<file path="config.mk">
export PLATFORM = sky130hd
export DESIGN_NAME = jtag_master_top
export DESIGN_NICKNAME = d
export VERILOG_FILES = /design/src/common/jtag_pkg.sv /design/src/jtag_master/jtag_bit_mem.sv /design/src/jtag_master/jtag_shift_counter.sv /design/src/jtag_master/jtag_tap_fsm.sv /design/src/hw/jtag_regs.sv /design/src/hw/jtag_master_top.sv
export VERILOG_INCLUDE_DIRS = /design/src /design/src/common
export SDC_FILE = /design/constraint.sdc
export NUM_CORES = 1
export LEC_CHECK = 0
export BUFFER_PORTS_ARGS = -buffer_cell sky130_fd_sc_hd__buf_4
export CORE_ASPECT_RATIO = 0.6
export CORE_MARGIN = 5
export CORE_UTILIZATION = 45
export CTS_CLUSTER_DIAMETER = 50
export CTS_CLUSTER_SIZE = 28
export DETAILED_ROUTE_END_ITERATION = 12
export HOLD_SLACK_MARGIN = 0.03
export PLACE_DENSITY_LB_ADDON = 0.08
export RECOVER_POWER = 25
export SYNTH_ARGS = -nofsm -noshare
export SYNTH_HDL_FRONTEND = slang
export SYNTH_SLANG_ARGS = --single-unit
</file>
<file path="constraint.sdc">
create_clock -name JTAG_CLK -period 3.35 [get_ports JTAG_CLK]
set_input_delay 0 -clock JTAG_CLK [delete_from_list [all_inputs] [get_ports JTAG_CLK]]
set_output_delay 0 -clock JTAG_CLK [all_outputs]
set_load 0.05 [all_outputs]
</file>
<file path="src/common/jtag_params.svh">
/* Register map, memory size, version and TAP reset length of the JTAG master */
`ifndef JTAG_PARAMS_SVH
`define JTAG_PARAMS_SVH

`define JTAG_MEM_BYTES      16
`define JTAG_VERSION        1
`define JTAG_RESET_CYCLES   5

// Host byte addresses
`define JTAG_ADDR_RESET     0
`define JTAG_ADDR_START     1
`define JTAG_ADDR_BITS_LO   2
`define JTAG_ADDR_BITS_HI   3
`define JTAG_ADDR_WORDS_LO  4
`define JTAG_ADDR_WORDS_HI  5
`define JTAG_ADDR_OPCODE    6
`define JTAG_ADDR_OUT_MEM   16
`define JTAG_ADDR_IN_MEM    32

`endif

</file>
<file path="src/common/jtag_pkg.sv">
/* TAP state enum, op code, scan configuration and host bus types */
package jtag_pkg;

    typedef enum logic [3:0] {
        TEST_LOGIC_RESET,
        RUN_TEST_IDLE,
        SELECT_DR,
        CAPTURE_DR,
        SHIFT_DR,
        EXIT1_DR,
        PAUSE_DR,
        EXIT2_DR,
        UPDATE_DR,
        SELECT_IR,
        CAPTURE_IR,
        SHIFT_IR,
        EXIT1_IR,
        PAUSE_IR,
        EXIT2_IR,
        UPDATE_IR
    } tap_state_t;

    typedef enum logic {
        IR_SCAN = 1'b0,
        DR_SCAN = 1'b1
    } jtag_op_t;

    // Scan setup seen by the fsm and the counters
    typedef struct packed {
        logic [15:0] bit_count;
        logic [15:0] word_count;
        jtag_op_t    op;
    } jtag_cfg_t;

    typedef struct packed {
        logic [7:0] addr;
        logic [7:0] wdata;
        logic       wr;
        logic       rd;
    } jtag_bus_t;

endpackage

</file>
<file path="src/jtag_master/jtag_bit_mem.sv">
/* Scan data memory with a host byte port and a serial bit port */
`timescale 1ns/1ps
`include "jtag_params.svh"

module jtag_bit_mem (
    input  logic       JTAG_CLK,
    input  logic       we,
    input  logic [3:0] byte_addr,
    input  logic [7:0] wbyte,
    output logic [7:0] rbyte,
    input  logic       bit_we,
    input  logic [6:0] bit_addr,
    input  logic       bit_in,
    output logic       bit_out
);

    logic [7:0] mem [`JTAG_MEM_BYTES];
    logic [3:0] bit_byte;
    logic [2:0] bit_pos;

    // Stream order is MSB of each byte first
    assign bit_byte = bit_addr[6:3];
    assign bit_pos  = 3'd7 - bit_addr[2:0];

    assign rbyte   = mem[byte_addr];
    assign bit_out = mem[bit_byte][bit_pos];

    always_ff @(posedge JTAG_CLK)
    begin
        if (we)
            mem[byte_addr] <= wbyte;
        if (bit_we)
            mem[bit_byte][bit_pos] <= bit_in;   // Serial side wins on a clash
    end

endmodule

</file>
<file path="src/jtag_master/jtag_shift_counter.sv">
/* Bit, word and TAP reset counters with their end flags */
`timescale 1ns/1ps
`include "jtag_params.svh"

module jtag_shift_counter (
    input  logic                 JTAG_CLK,
    input  logic                 RST_SYNC,
    input  jtag_pkg::tap_state_t state,
    input  jtag_pkg::jtag_cfg_t  cfg,
    output logic [15:0]          bit_cnt,
    output logic                 last_bit,
    output logic                 all_words,
    output logic                 reset_done
);

    logic [15:0] word_cnt;
    logic [3:0]  reset_cnt;
    logic        shifting;

    assign shifting   = state == jtag_pkg::SHIFT_DR || state == jtag_pkg::SHIFT_IR;
    assign last_bit   = bit_cnt == cfg.bit_count - 16'd1;
    assign all_words  = word_cnt == cfg.word_count;
    assign reset_done = state == jtag_pkg::TEST_LOGIC_RESET &&
                        reset_cnt == 4'(`JTAG_RESET_CYCLES - 1);

    always_ff @(posedge JTAG_CLK)
    begin
        if (RST_SYNC)
        begin
            bit_cnt   <= 16'd0;
            word_cnt  <= 16'd0;
            reset_cnt <= 4'd0;
        end
        else
        begin
            bit_cnt <= shifting ? bit_cnt + 16'd1 : 16'd0;

            if (state == jtag_pkg::UPDATE_DR || state == jtag_pkg::UPDATE_IR)
                word_cnt <= word_cnt + 16'd1;
            else if (state == jtag_pkg::RUN_TEST_IDLE && all_words)
                word_cnt <= 16'd0;   // Transfer complete

            if (state == jtag_pkg::TEST_LOGIC_RESET)
                reset_cnt <= reset_cnt + 4'd1;
            else
                reset_cnt <= 4'd0;
        end
    end

endmodule

</file>
<file path="src/jtag_master/jtag_tap_fsm.sv">
/* TAP controller FSM generating tms, tdi, sen, sld and the capture enable */
`timescale 1ns/1ps

module jtag_tap_fsm (
    input  logic                 JTAG_CLK,
    input  logic                 RST_SYNC,
    input  logic                 start,
    input  jtag_pkg::jtag_cfg_t  cfg,
    input  logic                 last_bit,
    input  logic                 all_words,
    input  logic                 reset_done,
    input  logic                 out_bit,
    output jtag_pkg::tap_state_t state,
    output logic                 tms,
    output logic                 tdi,
    output logic                 sen,
    output logic                 sld,
    output logic                 cap_en,
    output logic                 done
);

    jtag_pkg::tap_state_t next_state;
    logic                 tms_next;
    logic                 busy;
    logic [1:0]           sen_hist;
    logic                 in_shift_next;

    assign done          = busy && all_words && state == jtag_pkg::RUN_TEST_IDLE;
    assign in_shift_next = next_state == jtag_pkg::SHIFT_DR || next_state == jtag_pkg::SHIFT_IR;
    assign tdi           = out_bit & sen;
    assign cap_en        = sen_hist[0];   // tdo arrives one cycle behind tdi

    always_comb
    begin
        next_state = state;
        case (state)
            jtag_pkg::TEST_LOGIC_RESET:
                if (reset_done)
                    next_state = jtag_pkg::RUN_TEST_IDLE;
            jtag_pkg::RUN_TEST_IDLE:
                if (start || (busy && !all_words))
                    next_state = jtag_pkg::SELECT_DR;
            jtag_pkg::SELECT_DR:
                next_state = (cfg.op == jtag_pkg::DR_SCAN) ? jtag_pkg::CAPTURE_DR
                                                           : jtag_pkg::SELECT_IR;
            jtag_pkg::CAPTURE_DR: next_state = jtag_pkg::SHIFT_DR;
            jtag_pkg::SHIFT_DR:
                if (last_bit)
                    next_state = jtag_pkg::EXIT1_DR;
            jtag_pkg::EXIT1_DR:   next_state = jtag_pkg::UPDATE_DR;
            jtag_pkg::PAUSE_DR:   next_state = jtag_pkg::EXIT2_DR;
            jtag_pkg::EXIT2_DR:   next_state = jtag_pkg::UPDATE_DR;
            jtag_pkg::UPDATE_DR:  next_state = jtag_pkg::RUN_TEST_IDLE;
            jtag_pkg::SELECT_IR:  next_state = jtag_pkg::CAPTURE_IR;
            jtag_pkg::CAPTURE_IR: next_state = jtag_pkg::SHIFT_IR;
            jtag_pkg::SHIFT_IR:
                if (last_bit)
                    next_state = jtag_pkg::EXIT1_IR;
            jtag_pkg::EXIT1_IR:   next_state = jtag_pkg::UPDATE_IR;
            jtag_pkg::PAUSE_IR:   next_state = jtag_pkg::EXIT2_IR;
            jtag_pkg::EXIT2_IR:   next_state = jtag_pkg::UPDATE_IR;
            jtag_pkg::UPDATE_IR:  next_state = jtag_pkg::RUN_TEST_IDLE;
            default:              next_state = jtag_pkg::TEST_LOGIC_RESET;
        endcase
    end

    // TMS level that takes the IEEE graph from state to next_state
    always_comb
    begin
        case (state)
            jtag_pkg::TEST_LOGIC_RESET: tms_next = next_state == jtag_pkg::TEST_LOGIC_RESET;
            jtag_pkg::RUN_TEST_IDLE:    tms_next = next_state != jtag_pkg::RUN_TEST_IDLE;
            jtag_pkg::SELECT_DR:        tms_next = next_state == jtag_pkg::SELECT_IR;
            jtag_pkg::SHIFT_DR:         tms_next = next_state == jtag_pkg::EXIT1_DR;
            jtag_pkg::SHIFT_IR:         tms_next = next_state == jtag_pkg::EXIT1_IR;
            jtag_pkg::EXIT1_DR, jtag_pkg::EXIT1_IR,
            jtag_pkg::PAUSE_DR, jtag_pkg::PAUSE_IR,
            jtag_pkg::EXIT2_DR, jtag_pkg::EXIT2_IR:
                tms_next = 1'b1;
            default:                    tms_next = 1'b0;   // Capture, select IR, update
        endcase
    end

    always_ff @(posedge JTAG_CLK)
    begin
        if (RST_SYNC)
        begin
            state    <= jtag_pkg::TEST_LOGIC_RESET;
            tms      <= 1'b1;
            sen      <= 1'b0;
            sen_hist <= 2'b00;
            sld      <= 1'b0;
            busy     <= 1'b0;
        end
        else
        begin
            state    <= next_state;
            tms      <= tms_next;
            sen      <= in_shift_next;
            sen_hist <= {sen_hist[0], sen};
            sld      <= sen_hist[1] && !sen_hist[0];   // Two cycles after the last shift bit
            if (start)
                busy <= 1'b1;
            else if (done)
                busy <= 1'b0;
        end
    end

    a_tms_low_in_shift: assert property (@(posedge JTAG_CLK) disable iff (RST_SYNC)
        (state == jtag_pkg::SHIFT_DR && !last_bit) |-> !tms);

endmodule

</file>
<file path="src/hw/jtag_regs.sv">
/* Host register file with soft reset and start strobes, done flag and read mux */
`timescale 1ns/1ps
`include "jtag_params.svh"

module jtag_regs (
    input  logic                JTAG_CLK,
    input  logic                RST_SYNC,
    input  jtag_pkg::jtag_bus_t bus,
    input  logic                done,
    output logic [7:0]          rdata,
    output jtag_pkg::jtag_cfg_t cfg,
    output logic                local_rst,
    output logic                start,
    output logic                out_we,
    output logic                in_rd,
    output logic [3:0]          mem_byte_addr,
    input  logic [7:0]          out_rbyte,
    input  logic [7:0]          in_rbyte
);

    logic soft_rst;
    logic done_flag;
    logic in_out_range;
    logic in_in_range;

    assign in_out_range = bus.addr >= 8'(`JTAG_ADDR_OUT_MEM) &&
                          bus.addr < 8'(`JTAG_ADDR_OUT_MEM + `JTAG_MEM_BYTES);
    assign in_in_range  = bus.addr >= 8'(`JTAG_ADDR_IN_MEM) &&
                          bus.addr < 8'(`JTAG_ADDR_IN_MEM + `JTAG_MEM_BYTES);

    assign out_we        = bus.wr && in_out_range;
    assign in_rd         = bus.wr && in_in_range;   // Host write into capture memory
    assign mem_byte_addr = bus.addr[3:0];
    assign local_rst     = RST_SYNC || soft_rst;

    // Strobes from writes to the command addresses
    always_ff @(posedge JTAG_CLK)
    begin
        if (RST_SYNC)
        begin
            soft_rst <= 1'b0;
            start    <= 1'b0;
        end
        else
        begin
            soft_rst <= bus.wr && bus.addr == 8'(`JTAG_ADDR_RESET);
            start    <= bus.wr && bus.addr == 8'(`JTAG_ADDR_START) && !soft_rst;
        end
    end

    always_ff @(posedge JTAG_CLK)
    begin
        if (local_rst)
        begin
            cfg.bit_count  <= 16'(8 * `JTAG_MEM_BYTES);
            cfg.word_count <= 16'd1;
            cfg.op         <= jtag_pkg::IR_SCAN;
        end
        else if (bus.wr)
        begin
            case (bus.addr)
                8'(`JTAG_ADDR_BITS_LO):  cfg.bit_count[7:0]   <= bus.wdata;
                8'(`JTAG_ADDR_BITS_HI):  cfg.bit_count[15:8]  <= bus.wdata;
                8'(`JTAG_ADDR_WORDS_LO): cfg.word_count[7:0]  <= bus.wdata;
                8'(`JTAG_ADDR_WORDS_HI): cfg.word_count[15:8] <= bus.wdata;
                8'(`JTAG_ADDR_OPCODE):   cfg.op <= jtag_pkg::jtag_op_t'(bus.wdata[0]);
                default: ;
            endcase
        end
    end

    always_ff @(posedge JTAG_CLK)
    begin
        if (local_rst)
            done_flag <= 1'b1;
        else if (start)
            done_flag <= 1'b0;   // Start wins over a stale done
        else if (done)
            done_flag <= 1'b1;
    end

    // Read data valid the cycle after rd
    always_ff @(posedge JTAG_CLK)
    begin
        if (bus.rd)
        begin
            if (in_out_range)
                rdata <= out_rbyte;
            else if (in_in_range)
                rdata <= in_rbyte;
            else
            begin
                case (bus.addr)
                    8'(`JTAG_ADDR_RESET):    rdata <= 8'(`JTAG_VERSION);
                    8'(`JTAG_ADDR_START):    rdata <= {7'd0, done_flag};
                    8'(`JTAG_ADDR_BITS_LO):  rdata <= cfg.bit_count[7:0];
                    8'(`JTAG_ADDR_BITS_HI):  rdata <= cfg.bit_count[15:8];
                    8'(`JTAG_ADDR_WORDS_LO): rdata <= cfg.word_count[7:0];
                    8'(`JTAG_ADDR_WORDS_HI): rdata <= cfg.word_count[15:8];
                    8'(`JTAG_ADDR_OPCODE):   rdata <= {7'd0, cfg.op};
                    default:                 rdata <= 8'd0;
                endcase
            end
        end
    end

    a_start_not_in_reset: assert property (@(posedge JTAG_CLK) !(start && local_rst));

endmodule

</file>
<file path="src/hw/jtag_master_top.sv">
/* JTAG master top level with registers, TAP FSM, counters and scan memories */
`timescale 1ns/1ps

module jtag_master_top (
    input  logic                JTAG_CLK,
    input  logic                RST_SYNC,
    input  jtag_pkg::jtag_bus_t bus,
    output logic [7:0]          rdata,
    input  logic                tdo,
    output logic                tck,
    output logic                tms,
    output logic                tdi,
    output logic                sen,
    output logic                sld
);

    jtag_pkg::jtag_cfg_t  cfg;
    jtag_pkg::tap_state_t state;
    logic        local_rst;
    logic        start;
    logic        done;
    logic        out_we;
    logic        in_rd;
    logic [3:0]  mem_byte_addr;
    logic [7:0]  out_rbyte;
    logic [7:0]  in_rbyte;
    logic [15:0] bit_cnt;
    logic [15:0] cap_idx;
    logic        last_bit;
    logic        all_words;
    logic        reset_done;
    logic        out_bit;
    logic        cap_en;

    assign tck     = JTAG_CLK;
    assign cap_idx = bit_cnt - 16'd1;   // Capture lags the shift by one bit

    jtag_regs u_regs (
        .JTAG_CLK(JTAG_CLK), .RST_SYNC(RST_SYNC), .bus(bus), .done(done),
        .rdata(rdata), .cfg(cfg), .local_rst(local_rst), .start(start),
        .out_we(out_we), .in_rd(in_rd), .mem_byte_addr(mem_byte_addr),
        .out_rbyte(out_rbyte), .in_rbyte(in_rbyte)
    );

    jtag_tap_fsm u_fsm (
        .JTAG_CLK(JTAG_CLK), .RST_SYNC(local_rst), .start(start), .cfg(cfg),
        .last_bit(last_bit), .all_words(all_words), .reset_done(reset_done),
        .out_bit(out_bit), .state(state), .tms(tms), .tdi(tdi), .sen(sen),
        .sld(sld), .cap_en(cap_en), .done(done)
    );

    jtag_shift_counter u_cnt (
        .JTAG_CLK(JTAG_CLK), .RST_SYNC(local_rst), .state(state), .cfg(cfg),
        .bit_cnt(bit_cnt), .last_bit(last_bit), .all_words(all_words),
        .reset_done(reset_done)
    );

    jtag_bit_mem out_mem (
        .JTAG_CLK(JTAG_CLK), .we(out_we), .byte_addr(mem_byte_addr),
        .wbyte(bus.wdata), .rbyte(out_rbyte), .bit_we(1'b0),
        .bit_addr(bit_cnt[6:0]), .bit_in(1'b0), .bit_out(out_bit)
    );

    jtag_bit_mem in_mem (
        .JTAG_CLK(JTAG_CLK), .we(in_rd), .byte_addr(mem_byte_addr),
        .wbyte(bus.wdata), .rbyte(in_rbyte), .bit_we(cap_en),
        .bit_addr(cap_idx[6:0]), .bit_in(tdo), .bit_out()
    );

endmodule

</file>
* After elaboration in Yosys (flattened, before gate mapping)
Memories as Yosys holds them, arrays and structs flattened. A register that Yosys moved wholly into a read port is not among the register bits. Cells that the tools add are included.
Storage, ports and cells: register bits 90, bits in writable memories 256, output and inout bits 13, memories 2
Memories:
- in_mem.mem | words 16, bits a word 8, read ports 1, clocked after memory_dff 0, wr ports 2, line jtag_bit_mem.sv:17 | logic [7:0] mem [`JTAG_MEM_BYTES];
- out_mem.mem | words 16, bits a word 8, read ports 2, clocked after memory_dff 1, wr ports 1, line jtag_bit_mem.sv:17
Cells by class: $add $sub $neg 7, $lt $le $gt $ge 7, equal/unequal tests 30, mux-type cells 27, bitwise gates (word level) 3, reductions and logical operators 38
Operators with widths (number):
- $pmux W8 S7 | 1
- $pmux W4 S13 | 1
- $eq A4 B4 Y1 const B | 11
- $add A16 B1 Y16 const B | 2
- $eq A16 B16 Y1 | 2
- $mux W16 | 2
- $eq A4 B3 Y1 const B | 7
- $eq A8 B3 Y1 const B | 3
- $mux W4 | 6
- $mux W8 | 3
- $eq A8 B2 Y1 const B | 2
- $lt A8 B6 Y1 const B | 2
- $sub A16 B1 Y16 const B | 1
- $logic_and A1 B1 Y1 | 14
- $mux W1 | 11
- $reduce_and A2 Y1 | 5
- $reduce_or A2 Y1 | 5
- $eq A4 B2 Y1 const B | 2
- $eq A8 B1 Y1 const B | 1
- $ge A8 B5 Y1 const B | 1
- $ge A8 B6 Y1 const B | 1
- $logic_not A4 Y1 | 2
- $logic_not A8 Y1 | 1
- $lt A3 B4 Y1 const B | 2
- 15 further kinds | 24

* Longest topological paths before layout
Gate-level depths: netlist of the first run.
word-level depth 8, mapped depth 14

* By module
A second synthesis of the first run with hierarchy kept.
Second synthesis, totals: cells, all modules 2182, area total of the unflattened synthesis 23077.1 um^2
Modules (own cells, without submodules):
- jtag_bit_mem at in_mem | times used 1, cells each 787, area each 8998.6 um^2, seq. area each 3843.7 um^2
- jtag_bit_mem at out_mem | times used 1, cells each 777, area each 8878.5 um^2, seq. area each 3843.7 um^2
- jtag_shift_counter | times used 1, cells each 297, area each 2358.5 um^2, seq. area each 720.7 um^2
- jtag_regs | times used 1, cells each 231, area each 2139.6 um^2, seq. area each 960.9 um^2
- jtag_tap_fsm | times used 1, cells each 73, area each 588.1 um^2, seq. area each 200.2 um^2
- jtag_master_top | times used 1, cells each 17, area each 113.9 um^2, seq. area each 0.0 um^2

==> run_results.csv, run 1 <==
group,metric,value,unit
outcome,status,"finished with violations",
outcome,violations,"max-capacitance violations, max-slew violations",
final_layout,final_layout_size_suffix_gt1_share,25.29,%
setup_path,cp_common_cell,"mux4_2",
clocking,cts_tree,"yes",
setup_path,critPathSlowestCell,"mux4_2",
power_and_ir_drop,switching_power,2517,uW
power_and_ir_drop,power.leakage,0.006766,uW
flow_run,maxCapViolations,9,
place,place.port_buffers,33,
final_layout,nets,1618,
setup_path,worstReg2RegEnd,"u_fsm.sen$_SDFF_PP0_",
power_and_ir_drop,cellPowerDensity,476.1,nW/um^2
power_and_ir_drop,combinationalPowerShare,8.7,%
synthesis,netlist_area,18780,sq um
synthesis,synth_top_area_share,42.21,%
clocking,worstSkewPairLatency,660,ps
setup_path,path_cells,"clkbuf_16, mux4_2, mux4_2, mux4_2, mux2i_1, nor2b_1, buf_6",
die,fp.dieH,168.2,um
setup_path,worstReg2RegStart,"u_regs.cfg[17]$_SDFFE_PP0P_",
setup_path,critPathLaunch,"u_cnt.bit_cnt[3]$_SDFF_PP0_",
final_layout,multi_input_comb_area,8586,sq um
synthesis,synth_top_flop_cell,"edfxtp_1",
drt,routed_wire_length_per_instance,25.30,um
timing,finalSetupViolCount,0,
synthesis,number_of_enable_flip_flop_cells_after_synthesis,264,
timing,worst_slew_pin_tran,2443,ps
synthesis,synth.distinct_cells,63,
timing,max_slew_headroom,-62.86,%
synthesis,ys_seq_elements,346,
timing,worst_clock_skew_on_the_final_layout,20.02,ps
grt,vias_in_the_first_global_route,12722,
final_layout,final-seq-area,9574,sq um
setup_path,startpoint_type,"flop",
synthesis,synthArstFlopShare,0,%
synthesis,number_of_warnings_printed_during_yosys_synthesis,0,
grt,grt-ovfl-total,0,
final_layout,postLayoutCoreUtil,50.98,%
clocking,worst_setup_hold_path_clk_slew,70,ps
final_layout,mostFrequentLayoutCell,"edfxtp_1",
drt,detail-route-antenna-nets,0,
die,die-area,46050,sq um
final_layout,final_cell_area,21200,sq um
timing,finalCriticalPeriod,3296,ps
grt,grt_first_pass_wirelength,82670,um
power_and_ir_drop,max_ir_drop_vdd,0.4812,mV
power_and_ir_drop,p_seq_share,46.9,%
synthesis,post_synth_inst_count,1581,
hold_path,hp-class,"in2reg",
drt,drt-total-wl,55360,um
grt,grt.total_usage,23.73,%
die,initial_cell_density_of_the_core,45.16,%
place,global_placement_routability_congestion,0.8426,
setup_path,critPathArrivalTime,3300,ps
final_layout,commonest_cells_after_routing_fill_and_taps_aside,"edfxtp_1 (264), nor2_1 (217), o21ai_0 (147)",
synthesis,synth.net_count,1608,
grt,grt_antenna_before_repair,4,
place,placedInstanceArea,19700,sq um
setup_path,slowest_delay,560,ps
setup_path,end_kind,"output pin",
setup_path,timing.critical_path.fanout_max,7,
final_layout,area.growth.synth_to_final,12.88,%
power_and_ir_drop,power.switching_fraction,24.93,%
synthesis,synthesis.area_per_instance,11.88,sq um
setup_path,endpoint,"tdi",
place,dp_hpwl,35790,um
power_and_ir_drop,cell_internal_pwr,7577,uW
grt,grt_start_max_net_pins,129,
final_layout,nFillCells,3654,
hold_path,hold_path.startpoint,"bus[11]",
power_and_ir_drop,clkPwrFrac,44.4,%
drt,route.vias.total,13372,
power_and_ir_drop,fin_total_pwr,10090,uW
setup_path,worstSetupPathType,"reg2out",
timing,final_min_period_over_clock_period,98.40,%
synthesis,synth.largest_area_cell,"edfxtp_1",
drt,drt_pre_antenna_iters,6,
die,chipWidth,273.7,um
timing,fmaxAchievable,303.4,MHz
setup_path,cp.required,3350,ps
drt,per_cell_via_count_in_the_routed_design,6.112,
die,std_cell_rows,58,
setup_path,reg2regPathDepth,11,
synthesis,synth-seq-area-share,50.95,%
drt,drt_iter0_drc,1719,
die,core_area,41580,sq um
timing,timing_hold_violations_final,0,
drt,route.detailed.drc,0,
timing,rsz0062_at_grt,"true",
timing,maxSlewViolCount,348,
die,top_level_ports,34,
synthesis,synthTopCellsByArea,"edfxtp_1 (42%), mux4_2 (15%), dfxtp_1 (8.7%), mux2_2 (7.9%), nor2_1 (4.3%)",
setup_path,timing.reg2reg.setup_slack,230,ps
synthesized netlist by cell type (all sizes together), types with 7 or more instances:
cell    number
a21oi       51
a22oi       15
a31oi        7
a41oi        7
and3        15
buf         20
clkbuf     127
dfxtp       82
edfxtp     264
inv         13
mux2       133
mux4       122
nand2      106
nand2b       9
nand3       70
nand4       11
nor2       217
nor3        22
nor4         9
o211ai       7
o21ai      148
xnor2       21
xor2        40
layer usage:
metal  track usage [%]  vias up  share of wire [%]
li1                  -     5955                  -
met1             36.91     6727                 45
met2             33.02      613                 42
met3             7.123       71                 11
met4             4.580        6                1.6
met5                 0        -              0.051
layout make-up:
class                   instances  share of cell area (%)
well taps                     570                   3.364
inverters                      13                  0.2302
clock buffers                  45                   4.928
repair buffers                116                   4.580
clock inverters                22                   1.222
diodes                          1                 0.01180
multi-input cells            1075                   40.50
flip-flops and latches        346                   45.16
cells by family (layout without fill, tap and decap cells):
kind of cell	Yosys count	after routing	synth area share (%)
compound gates	252	252	7.528
fa+ha+maj	6	6	0.3997
buf+inv	160	196	3.384
flops	346	346	50.95
other cells	0	1	0
mux	260	260	22.87
xor+xnor	61	61	2.845
simple gates	496	496	12.02
registers in the layout, summed over array words and instances (netlist names):
name              count
u_fsm.sld             1
u_fsm.tms             1
out_mem.mem         128
u_cnt.reset_cnt       4
u_fsm.sen             1
u_fsm.state           4
u_regs.cfg           33
u_cnt.word_cnt       16
u_regs.soft_rst       1
in_mem.mem          128
u_cnt.bit_cnt        16
u_regs.done_flag      1
u_fsm.sen_hist        2
u_fsm.busy            1
u_regs.start          1
u_regs.rdata          8
metrics by stage:
step / cells / worst slack, ps / hold slack (ps) / setup TNS (ps)
2_1_floorplan: 1581 / 310.0 / 78.54 / 0
3_3_place_gp: 2098 / 178.4 / 169.8 / 0
3_5_place_dp: 2098 / 156.7 / 169.8 / 0
4_1_cts: 2186 / 1.853 / 166.0 / 0
5_1_grt: 2188 / -23.03 / 201.5 / -23.03
6_report: 2188 / 53.69 / 183.8 / 0
power groups by stage:
stage,combinational [uW],clock (uW),sequential [uW]
2_1_floorplan,575,64.4,4820
3_3_place_gp,852,64.4,4820
5_1_grt,956,4760,4740
6_report,881,4480,4730
3_5_place_dp,866,64.4,4830
4_1_cts,886,4560,4730
how the worst min path moves through the flow:
stage / end / slack (ps) / cells past startpoint
3_5_place_dp: tck / 170 / 1
6_report: out_mem.mem[8][3]$_DFFE_PP_ / 180 / 3
4_1_cts: out_mem.mem[8][0]$_DFFE_PP_ / 170 / 3
3_3_place_gp: tck / 170 / 1
2_1_floorplan: u_regs.soft_rst$_SDFF_PP0_ / 80 / 1
5_1_grt: out_mem.mem[6][2]$_DFFE_PP_ / 200 / 4
critical path, delay by kind of cell (launching register included):
| family | cells | cell delay (ps) |
|---|---|---|
| mux | 4 | 1700 |
| flops | 1 | 470 |
| buf+inv | 2 | 380 |
| simple gates | 1 | 100 |
timing repair:
action,CTS,global route
hold endpoints to repair,185,0
cloned,1,1
buffers inserted,2,0
hold buffers,19,0
resized for setup,2,5
endpoints found under the setup margin,1,2
Power figures use the tool's default switching activity.
==> run 2: changes to the inputs <==
==> constraint.sdc (replaced) <==
create_clock -name JTAG_CLK -period 3 [get_ports JTAG_CLK]
set_input_delay 0 -clock JTAG_CLK [delete_from_list [all_inputs] [get_ports JTAG_CLK]]
set_output_delay 0 -clock JTAG_CLK [all_outputs]
set_load 0.05 [all_outputs]
==> run 2 against run 1 <==
  * The flow finishes with violations (max-capacitance violations, max-slew violations, negative setup slack)
  * Count of clock-buffer cells in the layout fell by 2
  * Cell count rose by 1.5%
  * Via count rose by 0.33%
  * Core utilization rose by 0.63 points
  * Combinational power rose by 15%
  * Clock power rose by 6.3%
  * Sequential share of layout area fell by 0.55 points
  * Critical endpoint unchanged
==> run_results.csv, run 2 (synthesized netlist as in run 1, its figures left out) <==
group,metric,value,unit
place,place.port_buffers,33,
timing,worst_slew_pin_tran,2402,ps
setup_path,timing.reg2reg.setup_slack,30,ps
power_and_ir_drop,switching_power,2881,uW
drt,route.detailed.drc,0,
drt,routed_wire_length_per_instance,24.72,um
place,dp_slack,-98.83,ps
setup_path,worstReg2RegEnd,"u_fsm.sen$_SDFF_PP0_",
final_layout,area.growth.synth_to_final,14.28,%
timing,final_min_period_over_clock_period,108.7,%
setup_path,worstReg2RegStart,"u_regs.cfg[17]$_SDFFE_PP0P_",
outcome,status,"finished with violations",
clocking,cts_tree,"yes",
final_layout,layoutNonFillerInstCount,2221,
final_layout,multi_input_comb_area,8632,sq um
setup_path,reg2regPathDepth,10,
grt,grt_antenna_before_repair,1,
drt,per_cell_via_count_in_the_routed_design,6.041,
timing,rsz0062_at_grt,"true",
drt,drt-total-wl,54910,um
timing,maxSlewViolCount,348,
final_layout,nFillCells,3644,
final_layout,final_layout_size_suffix_gt1_share,27.50,%
final_layout,mostFrequentLayoutCell,"edfxtp_1",
flow_run,maxCapViolations,9,
grt,grt-ovfl-total,0,
timing,finalSetupViolCount,1,
hold_path,whs_path_depth,3,
place,placedInstanceArea,19980,sq um
hold_path,hp-class,"in2reg",
setup_path,end_kind,"output pin",
final_layout,diodes_inserted,0,
power_and_ir_drop,power.leakage,0.006907,uW
setup_path,worstSetupPathType,"reg2out",
drt,route.vias.total,13416,
setup_path,critPathArrivalTime,3260,ps
die,initial_cell_density_of_the_core,45.16,%
grt,grt_first_pass_wirelength,83120,um
power_and_ir_drop,p_seq_share,47.8,%
place,dp_hpwl,35880,um
drt,drt_iter0_drc,1641,
timing,timing_hold_violations_final,0,
die,chipWidth,273.7,um
final_layout,final_cell_area,21460,sq um
setup_path,critPathLaunch,"u_cnt.bit_cnt[3]$_SDFF_PP0_",
final_layout,nets,1653,
hold_path,hold_path_end,"out_mem.mem[10][0]$_DFFE_PP_",
drt,detail-route-antenna-nets,0,
timing,fmaxAchievable,306.7,MHz
power_and_ir_drop,cellPowerDensity,514.7,nW/um^2
power_and_ir_drop,combinationalPowerShare,9.1,%
timing,finalCriticalPeriod,3261,ps
final_layout,final-seq-area,9575,sq um
grt,grt_start_max_net_pins,64,
power_and_ir_drop,power.switching_fraction,26.08,%
clocking,worstSkewPairLatency,660,ps
power_and_ir_drop,cell_internal_pwr,8167,uW
hold_path,hold_path.startpoint,"bus[13]",
setup_path,cp.required,3000,ps
place,global_placement_routability_congestion,0.8864,
grt,grt.total_usage,23.75,%
place,numPlacedInstances,2133,
final_layout,layout_top_registers,"in_mem.mem x128, out_mem.mem x128, u_regs.cfg x33",
timing,max_slew_headroom,-60.16,%
die,core_area,41580,sq um
power_and_ir_drop,max_ir_drop_vdd,0.3730,mV
timing,timing.final.ws_setup,-260.6,ps
die,top_level_ports,34,
timing,worst_clock_skew_on_the_final_layout,28.62,ps
outcome,violations,"max-capacitance violations, max-slew violations, negative setup slack",
die,die-area,46050,sq um
die,std_cell_rows,58,
grt,vias_in_the_first_global_route,12971,
drt,drt_pre_antenna_iters,5,
power_and_ir_drop,fin_total_pwr,11050,uW
setup_path,timing.critical_path.fanout_max,14,
timing,final.hold.worst_slack,115.5,ps
power_and_ir_drop,clkPwrFrac,43.1,%
die,fp.dieH,168.2,um
clocking,worst_setup_hold_path_clk_slew,90,ps
final_layout,commonest_cells_after_routing_fill_and_taps_aside,"edfxtp_1 (264), nor2_1 (217), o21ai_0 (147)",
setup_path,startpoint_type,"flop",
==> run 2: worst max path at each step <==
stage / end / depth (start not counted) / slack [ps]
floorplan: u_fsm.sen$_SDFF_PP0_ / 13 / 10
global placement: u_fsm.sen$_SDFF_PP0_ / 11 / -40
detailed placement: u_fsm.sen$_SDFF_PP0_ / 11 / -100
CTS: tdi / 8 / -320
global route: tdi / 7 / -340
finish: tdi / 7 / -260
==> run 2: worst max-delay path, stage by stage (launching register included) <==
cell,delay (ps)
dfxtp_4,430
buf_12,190
mux4_2,570
mux4_2,500
mux4_2,520
mux2i_4,180
nor2b_2,70
buf_6,150
==> run 2: power by group through the flow <==
stage	Clock (uW)	Sequential, uW	Combinational (uW)
after floorplan	71.9	5380	642
after global routing	5050	5290	1090
after detailed placement	71.9	5390	992
after global placement	71.9	5390	981
final	4760	5280	1010
after CTS	4860	5280	1010
==> run 2: layout make-up <==
type / count / area share (%)
Sequential cell: 346 / 44.61
Multi-Input combinational cell: 1075 / 40.22
Timing Repair Buffer: 152 / 5.818
Clock buffer: 43 / 4.634
Tap cell: 570 / 3.323
Clock inverter: 22 / 1.166
Inverter: 13 / 0.2274
==> run 2: metal layers <==
layer	share of wire, %	GRT usage, %	up-vias
met1	47	37.95	6752
met3	9.0	4.501	53
met4	1.3	3.660	0
li1	-	-	6039
met2	43	34.34	572
met5	0	0	-
==> run 2: repair_timing <==
item                       CTS  global route
hold buffers                20             0
hold endpoints to repair   185             0
cloned                       2             0
buffers inserted             3             0
setup endpoints to repair    3            16
gates resized for setup      8             9
==> run 2: stage by stage <==
stage / TNS, ps / util (%)
5_1_grt: -411.3 / 51.62
4_1_cts: -318.7 / 51.80
3_5_place_dp: -150.6 / 48.05
3_3_place_gp: -43.15 / 48.05
2_1_floorplan: 0 / -
6_report: -260.6 / 51.62
